### src/design/msync_pkg.sv
package msync_pkg;

	// Data widths.
	localparam int STAMP_W = 16;
	localparam int BYTE_W = 8;
	localparam int RX_ADDR_W = 10;
	localparam int APB_ADDR_W = 8;
	localparam int APB_DATA_W = 32;

	// ------------------------------
	// Receive buffer layout.
	localparam logic [RX_ADDR_W-1:0] RX_BASE = 10'd64; // Start of high-priority area.
	localparam int MSG_LEN = 16; // Bytes per node message.
	localparam int FLAG_BYTE = 2; // Flag word with the low byte first.
	localparam int STAMP_BYTE = 4; // Timestamp 0 low byte.
	localparam int STAMPS = 4;
	localparam int SLOT_W = $clog2(STAMPS);

	// ------------------------------
	// APB register map.
	localparam logic [APB_ADDR_W-1:0] REG_CTRL = 8'h00;
	localparam logic [APB_ADDR_W-1:0] REG_STATUS = 8'h04;
	localparam logic [APB_ADDR_W-1:0] REG_RX_OK = 8'h08;
	localparam logic [APB_ADDR_W-1:0] REG_SYNC_OK = 8'h0C;
	localparam logic [APB_ADDR_W-1:0] REG_SLAVE_RDY = 8'h10;
	localparam logic [APB_ADDR_W-1:0] REG_SCOPE_REQ = 8'h14;
	localparam logic [APB_ADDR_W-1:0] REG_OFFSET_BASE = 8'h40; // One word per node.
	localparam logic [APB_ADDR_W-1:0] REG_DELAY_BASE = 8'h80;

	// ------------------------------
	// Result types.
	typedef logic [STAMP_W-1:0] stamp_t;

	typedef struct packed {
		stamp_t delay;
		stamp_t offset;
	} result_t;

endpackage

### src/design/master_sync_top.sv
`timescale 1ns/1ps

module master_sync_top #(
	parameter int NODES = 4
) (
	input  logic                                 clk_i,
	input  logic                                 reset_i,
	input  logic [msync_pkg::RX_ADDR_W-1:0]      rx_addr_i,
	input  logic [msync_pkg::BYTE_W-1:0]         rx_data_i,
	input  logic                                 rx_we_i,
	input  logic                                 snap_tx_i,
	input  logic                                 snap_rx_i,
	input  logic                                 psel_i,
	input  logic                                 penable_i,
	input  logic                                 pwrite_i,
	input  logic [msync_pkg::APB_ADDR_W-1:0]     paddr_i,
	input  logic [msync_pkg::APB_DATA_W-1:0]     pwdata_i,
	output logic [msync_pkg::APB_DATA_W-1:0]     prdata_o,
	output logic                                 pready_o,
	output logic                                 pslverr_o
);

	localparam int NODE_W = $clog2(NODES);

	logic cycle_start;
	logic busy;
	logic [NODE_W-1:0] rd_node;
	logic [msync_pkg::SLOT_W-1:0] rd_slot;
	msync_pkg::stamp_t rd_stamp;
	msync_pkg::stamp_t snap_tx;
	msync_pkg::stamp_t snap_rx;
	logic [NODES-1:0] rx_ok;
	logic [NODES-1:0] sync_ok;
	logic [NODES-1:0] slave_rdy;
	logic [NODES-1:0] scope_req;
	msync_pkg::result_t [NODES-1:0] results;

	rx_stamp_store #(
		.NODES(NODES)
	) u_store (
		.clk_i(clk_i),
		.reset_i(reset_i),
		.rx_addr_i(rx_addr_i),
		.rx_data_i(rx_data_i),
		.rx_we_i(rx_we_i),
		.snap_tx_i(snap_tx_i),
		.snap_rx_i(snap_rx_i),
		.cycle_start_i(cycle_start),
		.rd_node_i(rd_node),
		.rd_slot_i(rd_slot),
		.rd_stamp_o(rd_stamp),
		.snap_tx_o(snap_tx),
		.snap_rx_o(snap_rx),
		.rx_ok_o(rx_ok),
		.sync_ok_o(sync_ok),
		.slave_rdy_o(slave_rdy),
		.scope_req_o(scope_req)
	);

	offset_engine #(
		.NODES(NODES)
	) u_engine (
		.clk_i(clk_i),
		.reset_i(reset_i),
		.cycle_start_i(cycle_start),
		.rd_stamp_i(rd_stamp),
		.snap_tx_i(snap_tx),
		.snap_rx_i(snap_rx),
		.rd_node_o(rd_node),
		.rd_slot_o(rd_slot),
		.busy_o(busy),
		.results_o(results)
	);

	msync_apb_regs #(
		.NODES(NODES)
	) u_regs (
		.clk_i(clk_i),
		.reset_i(reset_i),
		.psel_i(psel_i),
		.penable_i(penable_i),
		.pwrite_i(pwrite_i),
		.paddr_i(paddr_i),
		.pwdata_i(pwdata_i),
		.busy_i(busy),
		.rx_ok_i(rx_ok),
		.sync_ok_i(sync_ok),
		.slave_rdy_i(slave_rdy),
		.scope_req_i(scope_req),
		.results_i(results),
		.prdata_o(prdata_o),
		.pready_o(pready_o),
		.pslverr_o(pslverr_o),
		.cycle_start_o(cycle_start)
	);

endmodule

### src/design/msync_apb_regs.sv
`timescale 1ns/1ps

module msync_apb_regs #(
	parameter int NODES = 4
) (
	input  logic                                 clk_i,
	input  logic                                 reset_i,
	input  logic                                 psel_i,
	input  logic                                 penable_i,
	input  logic                                 pwrite_i,
	input  logic [msync_pkg::APB_ADDR_W-1:0]     paddr_i,
	input  logic [msync_pkg::APB_DATA_W-1:0]     pwdata_i,
	input  logic                                 busy_i,
	input  logic [NODES-1:0]                     rx_ok_i,
	input  logic [NODES-1:0]                     sync_ok_i,
	input  logic [NODES-1:0]                     slave_rdy_i,
	input  logic [NODES-1:0]                     scope_req_i,
	input  msync_pkg::result_t [NODES-1:0]       results_i,
	output logic [msync_pkg::APB_DATA_W-1:0]     prdata_o,
	output logic                                 pready_o,
	output logic                                 pslverr_o,
	output logic                                 cycle_start_o
);

	localparam int NODE_W = $clog2(NODES);
	localparam int WIN_SIZE = 4 * NODES;
	localparam int S_W = msync_pkg::STAMP_W;

	logic access;
	logic mapped;
	logic off_hit;
	logic dly_hit;
	logic [msync_pkg::APB_ADDR_W-1:0] off_rel;
	logic [msync_pkg::APB_ADDR_W-1:0] dly_rel;

	assign access = psel_i & penable_i;
	assign pready_o = 1'b1; // No wait states.

	// ------------------------------
	// Read decode.
	always_comb begin
		off_rel = paddr_i - msync_pkg::REG_OFFSET_BASE;
		dly_rel = paddr_i - msync_pkg::REG_DELAY_BASE;
		off_hit = (int'(off_rel) < WIN_SIZE) && (paddr_i[1:0] == 2'b00);
		dly_hit = (int'(dly_rel) < WIN_SIZE) && (paddr_i[1:0] == 2'b00);
		prdata_o = '0;
		mapped = 1'b1;
		case (paddr_i)
			msync_pkg::REG_CTRL: prdata_o = '0; // Start bit reads back as 0.
			msync_pkg::REG_STATUS: prdata_o[0] = busy_i;
			msync_pkg::REG_RX_OK: prdata_o[NODES-1:0] = rx_ok_i;
			msync_pkg::REG_SYNC_OK: prdata_o[NODES-1:0] = sync_ok_i;
			msync_pkg::REG_SLAVE_RDY: prdata_o[NODES-1:0] = slave_rdy_i;
			msync_pkg::REG_SCOPE_REQ: prdata_o[NODES-1:0] = scope_req_i;
			default: begin
				if (off_hit)
					prdata_o[S_W-1:0] = results_i[off_rel[2 +: NODE_W]].offset;
				else if (dly_hit)
					prdata_o[S_W-1:0] = results_i[dly_rel[2 +: NODE_W]].delay;
				else
					mapped = 1'b0;
			end
		endcase
	end

	// Only the control word is writable.
	assign pslverr_o = access & (~mapped | (pwrite_i & (paddr_i != msync_pkg::REG_CTRL)));

	// ------------------------------
	// Cycle start pulse.
	always_ff @(posedge clk_i) begin
		if (reset_i) begin
			cycle_start_o <= 1'b0;
		end else begin
			cycle_start_o <= access & pwrite_i & (paddr_i == msync_pkg::REG_CTRL) &
				pwdata_i[0] & ~busy_i; // Dropped while the engine runs.
		end
	end

endmodule

### src/design/offset_engine.sv
`timescale 1ns/1ps

module offset_engine #(
	parameter int NODES = 4
) (
	input  logic                              clk_i,
	input  logic                              reset_i,
	input  logic                              cycle_start_i,
	input  msync_pkg::stamp_t                 rd_stamp_i,
	input  msync_pkg::stamp_t                 snap_tx_i,
	input  msync_pkg::stamp_t                 snap_rx_i,
	output logic [$clog2(NODES)-1:0]          rd_node_o,
	output logic [msync_pkg::SLOT_W-1:0]      rd_slot_o,
	output logic                              busy_o,
	output msync_pkg::result_t [NODES-1:0]    results_o
);

	localparam int NODE_W = $clog2(NODES);
	localparam int SIGN_BIT = msync_pkg::STAMP_W - 2;
	localparam logic [NODE_W-1:0] LAST_NODE = NODE_W'(NODES - 1);
	localparam logic [msync_pkg::SLOT_W-1:0] SLOT_A = 0;
	localparam logic [msync_pkg::SLOT_W-1:0] SLOT_B = 1;
	localparam logic [msync_pkg::SLOT_W-1:0] SLOT_C = 2;
	localparam logic [msync_pkg::SLOT_W-1:0] SLOT_D = 3;
	localparam msync_pkg::stamp_t HALF_WRAP = 16'h8000;

	typedef enum logic [2:0] {
		S_IDLE,
		S_TERM_A,
		S_TERM_B,
		S_TERM_C,
		S_TERM_D,
		S_CORR,
		S_STORE
	} state_t;

	state_t state;
	logic [NODE_W-1:0] node;
	logic [NODE_W-1:0] prev_node;
	msync_pkg::stamp_t term;
	msync_pkg::stamp_t acc_delay;
	msync_pkg::stamp_t acc_offset;
	logic [3:0] sign_hist;
	logic fix_offset;

	assign busy_o = (state != S_IDLE);
	assign prev_node = (node == '0) ? node : node - 1'b1;

	// ------------------------------
	// Term select.
	always_comb begin
		rd_node_o = node;
		rd_slot_o = SLOT_A;
		term = rd_stamp_i;
		case (state)
			S_TERM_B: rd_slot_o = SLOT_B;
			S_TERM_C: begin
				rd_node_o = prev_node;
				rd_slot_o = SLOT_C;
				if (node == '0)
					term = snap_tx_i; // Master's own tx stamp.
			end
			S_TERM_D: begin
				rd_node_o = prev_node;
				rd_slot_o = SLOT_D;
				if (node == '0)
					term = snap_rx_i;
			end
			default: rd_slot_o = SLOT_A;
		endcase
	end

	// Bit 14 history is {D, C, B, A} after the fourth term.
	assign fix_offset = (sign_hist == 4'b0100) || (sign_hist == 4'b0010) ||
		(sign_hist == 4'b0111);

	// ------------------------------
	// Sequencer.
	always_ff @(posedge clk_i) begin
		if (reset_i) begin
			state <= S_IDLE;
			node <= '0;
			results_o <= '0;
		end else begin
			case (state)
				S_IDLE: begin
					if (cycle_start_i) begin
						state <= S_TERM_A;
						node <= '0;
					end
				end
				S_TERM_A: state <= S_TERM_B;
				S_TERM_B: state <= S_TERM_C;
				S_TERM_C: state <= S_TERM_D;
				S_TERM_D: state <= S_CORR;
				S_CORR: state <= S_STORE;
				S_STORE: begin
					results_o[node].delay <= acc_delay;
					results_o[node].offset <= acc_offset;
					if (node == LAST_NODE) begin
						state <= S_IDLE;
					end else begin
						node <= node + 1'b1;
						state <= S_TERM_A;
					end
				end
				default: state <= S_IDLE;
			endcase
		end
	end

	// ------------------------------
	// ALU.
	always_ff @(posedge clk_i) begin
		case (state)
			S_TERM_A: begin
				acc_delay <= acc_delay + term;
				acc_offset <= acc_offset + term;
			end
			S_TERM_B: begin
				acc_delay <= acc_delay - term;
				acc_offset <= acc_offset + term;
			end
			S_TERM_C: begin
				acc_delay <= acc_delay - term;
				acc_offset <= acc_offset - term;
			end
			S_TERM_D: begin
				acc_delay <= acc_delay + term;
				acc_offset <= acc_offset - term;
			end
			S_CORR: begin
				if (fix_offset)
					acc_offset <= acc_offset + HALF_WRAP;
			end
			default: begin // Idle and store clear for the next node.
				acc_delay <= '0;
				acc_offset <= '0;
			end
		endcase

		if (state inside {S_TERM_A, S_TERM_B, S_TERM_C, S_TERM_D})
			sign_hist <= {term[SIGN_BIT], sign_hist[3:1]};
	end

endmodule

### src/design/rx_stamp_store.sv
`timescale 1ns/1ps

module rx_stamp_store #(
	parameter int NODES = 4
) (
	input  logic                              clk_i,
	input  logic                              reset_i,
	input  logic [msync_pkg::RX_ADDR_W-1:0]   rx_addr_i,
	input  logic [msync_pkg::BYTE_W-1:0]      rx_data_i,
	input  logic                              rx_we_i,
	input  logic                              snap_tx_i,
	input  logic                              snap_rx_i,
	input  logic                              cycle_start_i,
	input  logic [$clog2(NODES)-1:0]          rd_node_i,
	input  logic [msync_pkg::SLOT_W-1:0]      rd_slot_i,
	output msync_pkg::stamp_t                 rd_stamp_o,
	output msync_pkg::stamp_t                 snap_tx_o,
	output msync_pkg::stamp_t                 snap_rx_o,
	output logic [NODES-1:0]                  rx_ok_o,
	output logic [NODES-1:0]                  sync_ok_o,
	output logic [NODES-1:0]                  slave_rdy_o,
	output logic [NODES-1:0]                  scope_req_o
);

	localparam int NODE_W = $clog2(NODES);
	localparam int SEL_W = $clog2(msync_pkg::MSG_LEN);
	localparam int AREA = NODES * msync_pkg::MSG_LEN;
	localparam int CNT_W = msync_pkg::STAMP_W - 1;
	localparam int B_W = msync_pkg::BYTE_W;
	localparam logic [SEL_W-1:0] FLAG_OFS = SEL_W'(msync_pkg::FLAG_BYTE);
	localparam logic [SEL_W-1:0] STAMP_OFS = SEL_W'(msync_pkg::STAMP_BYTE);
	localparam logic [SEL_W-1:0] STAMP_END = SEL_W'(msync_pkg::STAMP_BYTE + 2 * msync_pkg::STAMPS);

	logic [msync_pkg::RX_ADDR_W-1:0] rel_addr;
	logic [SEL_W-1:0] wr_byte;
	logic [SEL_W-1:0] stamp_rel;
	logic [NODE_W-1:0] wr_node;
	logic [msync_pkg::SLOT_W-1:0] wr_slot;
	logic in_area;
	logic wr_hi;
	logic flag_we;
	logic stamp_we;

	logic [NODES-1:0] rx_lo;
	logic [NODES-1:0] rx_hi;
	logic [NODES-1:0] received;
	logic [NODES-1:0] gate;

	msync_pkg::stamp_t stamp_mem [NODES*msync_pkg::STAMPS];
	msync_pkg::stamp_t flags [NODES];
	msync_pkg::stamp_t local_cnt;
	msync_pkg::stamp_t snap_tx_r;
	msync_pkg::stamp_t snap_rx_r;

	// ------------------------------
	// Receive address decode.
	always_comb begin
		rel_addr = rx_addr_i - msync_pkg::RX_BASE;
		in_area = (rx_addr_i >= msync_pkg::RX_BASE) && (int'(rel_addr) < AREA);
		wr_node = rel_addr[SEL_W +: NODE_W];
		wr_byte = rel_addr[SEL_W-1:0];
		stamp_rel = wr_byte - STAMP_OFS;
		wr_slot = stamp_rel[1 +: msync_pkg::SLOT_W];
		wr_hi = wr_byte[0]; // Odd byte is the high half.
		flag_we = rx_we_i && in_area && (wr_byte[SEL_W-1:1] == FLAG_OFS[SEL_W-1:1]);
		stamp_we = rx_we_i && in_area && (wr_byte >= STAMP_OFS) && (wr_byte < STAMP_END);
	end

	assign received = rx_lo & rx_hi;
	assign gate = {received[NODES-2:0], 1'b1}; // Node 0 is never gated.

	assign rd_stamp_o = stamp_mem[{rd_node_i, rd_slot_i}];

	always_ff @(posedge clk_i) begin
		if (reset_i) begin
			for (int i = 0; i < NODES * msync_pkg::STAMPS; i++) begin
				stamp_mem[i] <= '0;
			end
		end else if (stamp_we) begin
			if (wr_hi)
				stamp_mem[{wr_node, wr_slot}][B_W +: B_W] <= rx_data_i;
			else
				stamp_mem[{wr_node, wr_slot}][0 +: B_W] <= rx_data_i;
		end
	end

	// ------------------------------
	// Reception, counter and status.
	always_ff @(posedge clk_i) begin
		if (reset_i) begin
			rx_lo <= '0;
			rx_hi <= '0;
			rx_ok_o <= '0;
			sync_ok_o <= '0;
			slave_rdy_o <= '0;
			scope_req_o <= '0;
			local_cnt <= '0;
			snap_tx_r <= '0;
			snap_rx_r <= '0;
			snap_tx_o <= '0;
			snap_rx_o <= '0;
			for (int n = 0; n < NODES; n++) begin
				flags[n] <= '0;
			end
		end else begin
			local_cnt <= {1'b0, local_cnt[CNT_W-1:0] + CNT_W'(1)}; // Wraps at 2^15.
			if (snap_tx_i)
				snap_tx_r <= local_cnt;
			if (snap_rx_i)
				snap_rx_r <= local_cnt;

			if (cycle_start_i) begin
				for (int n = 0; n < NODES; n++) begin
					rx_ok_o[n] <= received[n];
					sync_ok_o[n] <= received[n] & flags[n][0];
					slave_rdy_o[n] <= received[n] & flags[n][0] & flags[n][1];
					scope_req_o[n] <= received[n] & flags[n][2];
					flags[n] <= '0;
				end
				snap_tx_o <= snap_tx_r;
				snap_rx_o <= snap_rx_r;
				rx_lo <= '0;
				rx_hi <= '0;
			end else begin
				if (flag_we) begin
					if (wr_hi)
						flags[wr_node][B_W +: B_W] <= rx_data_i;
					else
						flags[wr_node][0 +: B_W] <= rx_data_i;
				end
				if (stamp_we && gate[wr_node]) begin
					if (!wr_hi)
						rx_lo[wr_node] <= 1'b1;
					else if (rx_lo[wr_node])
						rx_hi[wr_node] <= 1'b1; // High byte only after a low one.
				end
			end
		end
	end

endmodule
### config.mk
export PLATFORM = sky130hd
export DESIGN_NAME = master_sync_top
export DESIGN_NICKNAME = d
export VERILOG_FILES = /design/src/design/msync_pkg.sv /design/src/design/master_sync_top.sv /design/src/design/msync_apb_regs.sv /design/src/design/offset_engine.sv /design/src/design/rx_stamp_store.sv
export SDC_FILE = /design/constraint.sdc
export NUM_CORES = 1
export LEC_CHECK = 0
export BUFFER_PORTS_ARGS = -buffer_cell sky130_fd_sc_hd__buf_2
export CAP_MARGIN = 10
export CELL_PAD_IN_SITES_DETAIL_PLACEMENT = 0
export CELL_PAD_IN_SITES_GLOBAL_PLACEMENT = 2
export CORE_MARGIN = 5
export CORE_UTILIZATION = 40
export DETAILED_ROUTE_END_ITERATION = 10
export PLACE_DENSITY_LB_ADDON = 0.1
export SLEW_MARGIN = 10
export SYNTH_ARGS = -nofsm -noshare
export SYNTH_HDL_FRONTEND = slang
export SYNTH_SLANG_ARGS = --single-unit
### constraint.sdc
create_clock -name clk_i -period 6.7 [get_ports clk_i]
set_input_delay 1.34 -clock clk_i [delete_from_list [all_inputs] [get_ports clk_i]]
set_output_delay 1.34 -clock clk_i [all_outputs]
set_load 0.05 [all_outputs]
* Word level (Yosys, flattened, before mapping) *
Memory sizes are Yosys's and may differ from the RTL's.
Index checks and enable logic that the tools add are counted.

operators by class
  multiplexer cells = 70
  bitwise operators = 30
  reductions and logical operators = 32
  order comparisons = 12
  add/sub/neg operators = 12
  equality and inequality tests = 19

operators by type and width
  operator                                                    count
  bitwise mux 128 bit                                         2
  two-way mux 16 bit                                          13
  binary-select mux 32 bit (select 2 bit)                     2
  demux 32 bit (select 2 bit)                                 2
  case mux 16 bit (3 select lines)                            2
  two-way mux 32 bit                                          2
  adder 16 bit                                                2
  case mux 16 bit (2 select lines)                            1
  OR reduction 16 bit                                         2
  subtractor 16 bit                                           2
  two-way mux 1 bit                                           28
  case mux 3 bit (7 select lines)                             1
  AND 1 bit                                                   19
  adder 16 bit, second input constant                         1
  == test 8 x 4 -> 1 bit, second input constant               2
  == test 8 x 5 -> 1 bit, second input constant               2
  less-than comparator 8 x 5 -> 1 bit, second input constant  2
  adder 15 x 1 -> 15 bit, second input constant               1
  case mux 3 bit (5 select lines)                             1
  two-way mux 2 bit                                           7
  less-than comparator 2 x 3 -> 1 bit, second input constant  4
  two-way mux 12 bit                                          1
  OR reduction 2 bit                                          6
  >= comparator 10 x 7 -> 1 bit, second input constant        1
  42 further kinds                                            69

word-level totals
  flip-flop bits (word level) = 274
  input port bits = 66
  RAM bits = 320
  memories kept = 2
  logic and storage cells = 203
  output and inout bits = 34

memory list
  memory             words  bits a word  read ports  clocked after Yosys merged registers in  write ports  RTL line              RTL
  u_store.stamp_mem  16     16           1           0                                        16           rx_stamp_store.sv:49  msync_pkg::stamp_t stamp_mem [NODES*msync_pkg::STAMPS];
  u_store.flags      4      16           4           0                                        4            rx_stamp_store.sv:50  msync_pkg::stamp_t flags [NODES];

* Depth between registers and ports, before layout *
  depth after elaboration = 11
  mapped depth = 26
  gate-level depth less buffers = 23

* Hierarchy *
Synthesis repeated with hierarchy kept, for this count alone.

second synthesis, totals
  cell total of the unflattened synthesis = 2,342
  area, all modules = 25,264.2 um2

modules (own cells, without submodules)
  module          area each (um2)  cells each  sequential area each (um2)  times used
  rx_stamp_store  15,339.7         1,179       10,029.6                    1
  offset_engine   8,540.7          1,036       3,743.6                     1
  msync_apb_regs  1,383.8          127         20.0                        1

* Worst setup path before layout *
No wires, ideal clock.

  path kind = flip-flop to flip-flop
  start point = register u_engine.node[0]
  end point = register u_engine.acc_delay[14] (data pin)
  arrival time = 5,272 ps
  slack = 1,162 ps
  buffers on the path = 1
  cell stages (with the launch flop) = 25
  clock period less this slack = 5,538 ps
  setup time = 266 ps
  data required time = 6,434 ps
  cells stage by stage = dfxtp_1 > clkbuf_1 > inv_1 > ha_1 > and4b_1 > a21o_1 > nor2_4 > mux4_2 > a211oi_1 > inv_1 > ha_1 > nand2_1 > o21ai_0 > fa_1 > a21o_1 > a21oi_1 > o21bai_1 > a21oi_1 > o21bai_1 > a21oi_1 > o21bai_1 > a2111o_1 > a41oi_1 > xor2_1 > nor2_1

between the ends
  cells in the longest elaborated chain, start to end = 8
  elaborated cells on any way between the ends = 11
  classes of those cells = 3 x add/sub; 6 x mux; 1 x reduce/logical; 1 x memory

ends and longest elaborated chain
  element                                                                RTL line                                                       RTL
  from (decl)                                                            offset_engine.sv:38                                            logic [NODE_W-1:0] node;
  from (signal assigned)                                                 offset_engine.sv:103                                           node <= node + 1'b1;
  subtractor 2 x 1 -> 2 bit / logical NOT 2 bit (equally long branches)  offset_engine.sv:47, offset_engine.sv:60, offset_engine.sv:66
  two-way mux 2 bit                                                      offset_engine.sv:47                                            assign prev_node = (node == '0) ? node : node - 1'b1;
  two-way mux 2 bit                                                      offset_engine.sv:55                                            case (state)
  memory read (16 x 16 bit)                                              -
  two-way mux 16 bit, on equally long branches                           offset_engine.sv:66, offset_engine.sv:60
  case mux 16 bit (2 select lines) *                                     offset_engine.sv:55
  adder 16 bit / subtractor 16 bit (equally long branches)               -
  case mux 16 bit (3 select lines) *                                     offset_engine.sv:115                                           case (state)
  to (signal assigned)                                                   offset_engine.sv:117                                           acc_delay <= acc_delay + term;
  to (signal assigned)                                                   offset_engine.sv:121                                           acc_delay <= acc_delay - term;
  to (signal assigned)                                                   offset_engine.sv:129                                           acc_delay <= acc_delay + term;
  to (decl)                                                              offset_engine.sv:41                                            msync_pkg::stamp_t acc_delay;

Every way passes the cells marked *; elsewhere a longest branch is shown, timed or not.
A chain may end at the register's enable or synchronous reset.

* Worst setup path after layout *
  start point = register u_engine.state[1]
  end point = register u_engine.acc_offset[15] (data pin)

between the ends
  cells in the longest elaborated chain, start to end = 8
  elaborated cells on any way between the ends = 16
  classes of those cells = 2 x add/sub; 5 x eq/ne; 6 x mux; 2 x reduce/logical; 1 x memory

ends and longest elaborated chain
  element                                                         RTL line                                   RTL
  from (decl)                                                     offset_engine.sv:37                        state_t state;
  from (signal assigned)                                          offset_engine.sv:81                        state <= S_IDLE;
  from (signal assigned)                                          offset_engine.sv:88                        state <= S_TERM_A;
  from (signal assigned)                                          offset_engine.sv:92                        S_TERM_A: state <= S_TERM_B;
  == test 3 bit / == test 3 x 2 -> 1 bit (equally long branches)  offset_engine.sv:55, offset_engine.sv:115
  OR reduction 2 bit (no source line)                             -
  two-way mux 2 bit                                               offset_engine.sv:55
  memory read (16 x 16 bit)                                       -
  two-way mux 16 bit, on equally long branches                    offset_engine.sv:66, offset_engine.sv:60
  case mux 16 bit (2 select lines)                                offset_engine.sv:55
  subtractor 16 bit / adder 16 bit (equally long branches)        -
  case mux 16 bit (3 select lines) *                              offset_engine.sv:115
  to (signal assigned)                                            offset_engine.sv:118                       acc_offset <= acc_offset + term;
  to (signal assigned)                                            offset_engine.sv:126                       acc_offset <= acc_offset - term;
  to (signal assigned)                                            offset_engine.sv:130                       acc_offset <= acc_offset - term;
  to (decl)                                                       offset_engine.sv:42                        msync_pkg::stamp_t acc_offset;

Marks and branches as above.

==> results.py <==
metrics = {
    "synth": {
        "synth_seq_cells": 537,
        "cell_type_with_the_highest_aggregate_area_in_the_netlist": "edfxtp_1",
        "yosys.cell_count.top_type": "nand2_1",
        "yosysWarningCount": 0,
        "post_synth_most_frequent_cells": "334 x nand2_1, 304 x edfxtp_1, 278 x and2_1",
        "synth_area_um2": 26550,
        "ys_dominant_reg_cell": "edfxtp_1",
        "synth.lib_cells_used.distinct": 88,
        "asyncSetResetFlopFracSynth_pct": 0,
        "synth_largest_type_area_fraction_pct": 34.38,
        "count_of_flip_flops_with_a_built_in_enable_after_synthesis": 304,
        "synth_sequential_area_ratio_pct": 51.95,
        "synth.avg_cell_area_um2": 10.36,
        "syn-instance-count": 2563,
        "post_synth_main_area_contributors": "edfxtp_1 34%, dfxtp_1 18%, and2_1 6.6%, nand2_1 4.7%, mux4_2 4.4%",
    },
    "min_path": {
        "worst_hold_start": "u_engine.results_o[127]$_SDFFE_PP0P_",
        "hold_end": "u_engine.results_o[127]$_SDFFE_PP0P_",
        "timing.hold.worst.class": "reg -> reg",
        "cell_depth_of_the_worst_hold_path": 2,
    },
    "timing": {
        "finClkSkew_ns": 0.02808,
        "fin_tns_setup_ns": 0,
        "max-slew-margin-rel_pct": 24.09,
        "report.final.setup_viol": 0,
        "final.min_clock_period_ns": 6.170,
        "timing.fmax_mhz": 162.1,
        "worst_pin_slew_ns": 1.139,
        "final_min_period_over_clock_period_pct": 92.09,
        "final_hold_viol_count": 0,
        "timing.hold.ws_ns": 0.4500,
        "unrepaired_setup_endpoints_after_global_routing": "no",
        "slew_violations": 0,
    },
    "worst_setup_path": {
        "crit_required_ns": 7.05,
        "cp-end-kind": "flop",
        "timing.critical_path.from_type": "flop",
        "timing.critical_path.fanout_max": 16,
        "timing.rr.end": "u_engine.acc_offset[15]$_SDFFCE_PN0P_",
        "worst_r2r_path_depth": 20,
        "regToRegSetupSlack_ns": 0.53,
        "cp_data_arrival_time_ns": 6.52,
        "timing.setup.critical_path_class": "reg -> reg",
        "rr_startpoint": "u_engine.state[1]$_SDFFE_PP0N_",
    },
    "die": {
        "die_h_um": 267.6,
        "design.portCount": 100,
        "core_area_um2": 65750,
        "dieWidth_um": 267.6,
        "floorplan.die_area_um2": 71630,
        "num_rows": 94,
        "start_util_pct": 40.38,
    },
    "grt": {
        "grt_use_total_pct": 22.40,
        "via_count_of_the_first_global_routing_pass": 18956,
        "first_pass_grt_wire_length_mm": 121.9,
        "globalRouteOverflowTotal": 0,
        "antenna_found_initial": 0,
        "grt-busiest-layer": "met2",
        "grt.met3_usage_pct": 3.463,
        "grt_max_degree": 104,
        "met2_usage_pct": 36.17,
        "gr-usage-met1_pct": 31.11,
    },
    "finish": {
        "post_layout_nonfiller_instances": 3470,
        "final.fill_count": 6156,
        "drive_gt1_share_pct": 13.43,
        "postLayoutCoreUtil_pct": 45.03,
        "flow.area_growth_from_synthesis_pct": 11.52,
        "diodes": 0,
        "final_net_count": 2661,
    },
    "detailed_routing": {
        "detailedRoute.firstIterationViolations": 1415,
        "first_pass_iters": 5,
        "drt_drc_violations_left": 0,
        "detail-route-antenna-nets": 0,
        "wire_per_inst_um": 23.55,
        "routed-via-count": 19349,
        "post_drt_via_cell_ratio": 5.576,
        "finalWirelength_mm": 81.72,
    },
    "power": {
        "seqPwrFrac_pct": 48.6,
        "power.clock.fraction_pct": 46.8,
        "total_leakage_power_nw": 10.70,
        "power.internal_w": 0.005756,
        "combPwrFrac_pct": 4.7,
        "power.switching_w": 0.001643,
        "sw_share_pct": 22.21,
        "post-layout-total-power_w": 0.007399,
        "vdd_drop_max_uv": 220.2,
        "power_density_nw_per_um2": 249.9,
    },
    "cts": {
        "htreeDepth": 2,
        "clk_pin_slew_worst_paths_ns": 0.07,
        "clock_sinks": 537,
        "cts_max_path_buffers": 3,
        "cts.repair.resized": 0,
        "clkLatencyLatePin_ns": 0.63,
        "cts_tree": "built",
        "post_cts_buffers": 0,
        "cts_hold_buf": 0,
        "cts.root.buffer_cell": "clkbuf_16",
        "cts_inserted_buffers": 60,
    },
    "status": {
        "run_status": "finished, final reports clean",
    },
    "placed_design": {
        "dp_hpwl_mm": 54.01,
        "placed_cells_incl_taps": 3358,
        "port_bufs": 51,
        "globalplace.congestion": 0.8621,
    },
    "run": {
        "maximum_capacitance_violations": 0,
    },
}
layout by cell type, fill, tap and decap left out, drive strengths merged, types with 28 or more instances in the layout:
master	netlist	routed
a21oi	203	203
a22o	42	42
a22oi	31	31
and2	279	279
and3	28	28
buf	62	115
clkbuf	138	87
dfxtp	233	233
edfxtp	304	304
ha	37	37
mux2i	79	79
mux4	52	52
nand2	336	336
nand2b	31	31
nand3	56	56
nor2	197	197
nor3	28	28
o21ai	52	52
o22ai	35	35
or2	42	42
xnor2	35	35
final cells by class:
class	instances	area [um2]	share of cell area (%)
Sequential cell	537	13800	46.60
Timing Repair Buffer	116	764.5	2.582
Clock buffer	86	1732	5.849
Tap cell	864	1081	3.651
Inverter	27	101.3	0.3423
Clock inverter	26	335.3	1.133
Multi-Input combinational cell	1814	11800	39.85
flip-flops by register name (all words and copies together), names as in the netlist:
name and flops:
u_engine.acc_delay 16, u_engine.node 2, u_store.sync_ok_o 4, u_store.slave_rdy_o 4
u_store.scope_req_o 4, u_engine.sign_hist 4, u_engine.state 3, u_store.rx_hi 4
u_store.rx_lo 4, u_regs.cycle_start_o 1, u_store.snap_rx_r 15, u_store.stamp_mem 256
u_store.snap_tx_r 15, u_store.local_cnt 15, u_engine.acc_offset 16, u_store.snap_tx_o 15
u_store.flags 12, u_store.rx_ok_o 4, u_store.snap_rx_o 15, u_engine.results_o 128
worst max-delay path: stages, from the launching register on:
cell and delay, ns:
dfxtp_2 0.61, xnor2_4 0.13, nor2_2 0.51, buf_4 0.25, mux4_2 0.58, o21ai_0 0.29
a211oi_1 0.13, inv_1 0.10, ha_1 0.18, or3b_4 0.42, nor3_1 0.25, xor2_1 0.10
o21ai_0 0.34, ha_1 0.34, and3_1 0.21, a211oi_1 0.38, o31ai_1 0.21, a31o_2 0.30
a21o_1 0.16, and2_0 0.15, a211o_1 0.25
power by group through the flow:
stage | logic [W] | registers, W | clock network [W]
after floorplan | 0.000246 | 0.00365 | 0
after global placement | 0.000344 | 0.00366 | 0
after detailed placement | 0.000348 | 0.00366 | 0
after CTS | 0.000349 | 0.00359 | 0.00354
after global routing | 0.000376 | 0.00360 | 0.00366
final | 0.000347 | 0.00359 | 0.00346
worst max path at each step:
stage                                            endpoint  cells past startpoint  slack (ns)                            from
global route        u_engine.acc_offset[15]$_SDFFCE_PN0P_                     22        0.20  u_engine.state[1]$_SDFFE_PP0N_
finish              u_engine.acc_offset[15]$_SDFFCE_PN0P_                     20        0.53  u_engine.state[1]$_SDFFE_PP0N_
floorplan            u_engine.acc_delay[14]$_SDFFCE_PN0N_                     24        1.16   u_engine.node[0]$_SDFFE_PP0P_
global placement    u_engine.acc_offset[15]$_SDFFCE_PN0P_                     20        0.59  u_engine.state[1]$_SDFFE_PP0N_
CTS                 u_engine.acc_offset[15]$_SDFFCE_PN0P_                     20        0.49  u_engine.state[1]$_SDFFE_PP0N_
detailed placement  u_engine.acc_offset[15]$_SDFFCE_PN0P_                     20        0.54  u_engine.state[1]$_SDFFE_PP0N_
kinds of logic after synthesis:
group	after synthesis	synth area share, %
other	2	0.02829
AND/OR/NAND/NOR	1058	19.92
multiplexers	142	7.870
flip-flops	537	51.95
buffers and inverters	227	3.897
XOR/XNOR	61	2.111
adder cells (fa/ha/maj)	39	1.895
AO/OA/AOI/OAI	497	12.32
layer usage:
layer / vias to the layer above / wire length [um]
li1: 9122 / -
met1: 9559 / 36420
met2: 522 / 37990
met3: 146 / 4398
met4: 0 / 2906
met5: - / 0
through the flow:
step	cell area, um2	worst slack [ns]
after floorplan	26610	1.162
after global placement	27540	0.5856
after detailed placement	27540	0.5384
after CTS	29610	0.4914
after global routing	29610	0.1965
final	29610	0.5299
No activity file was read; power rests on OpenSTA's default activity.
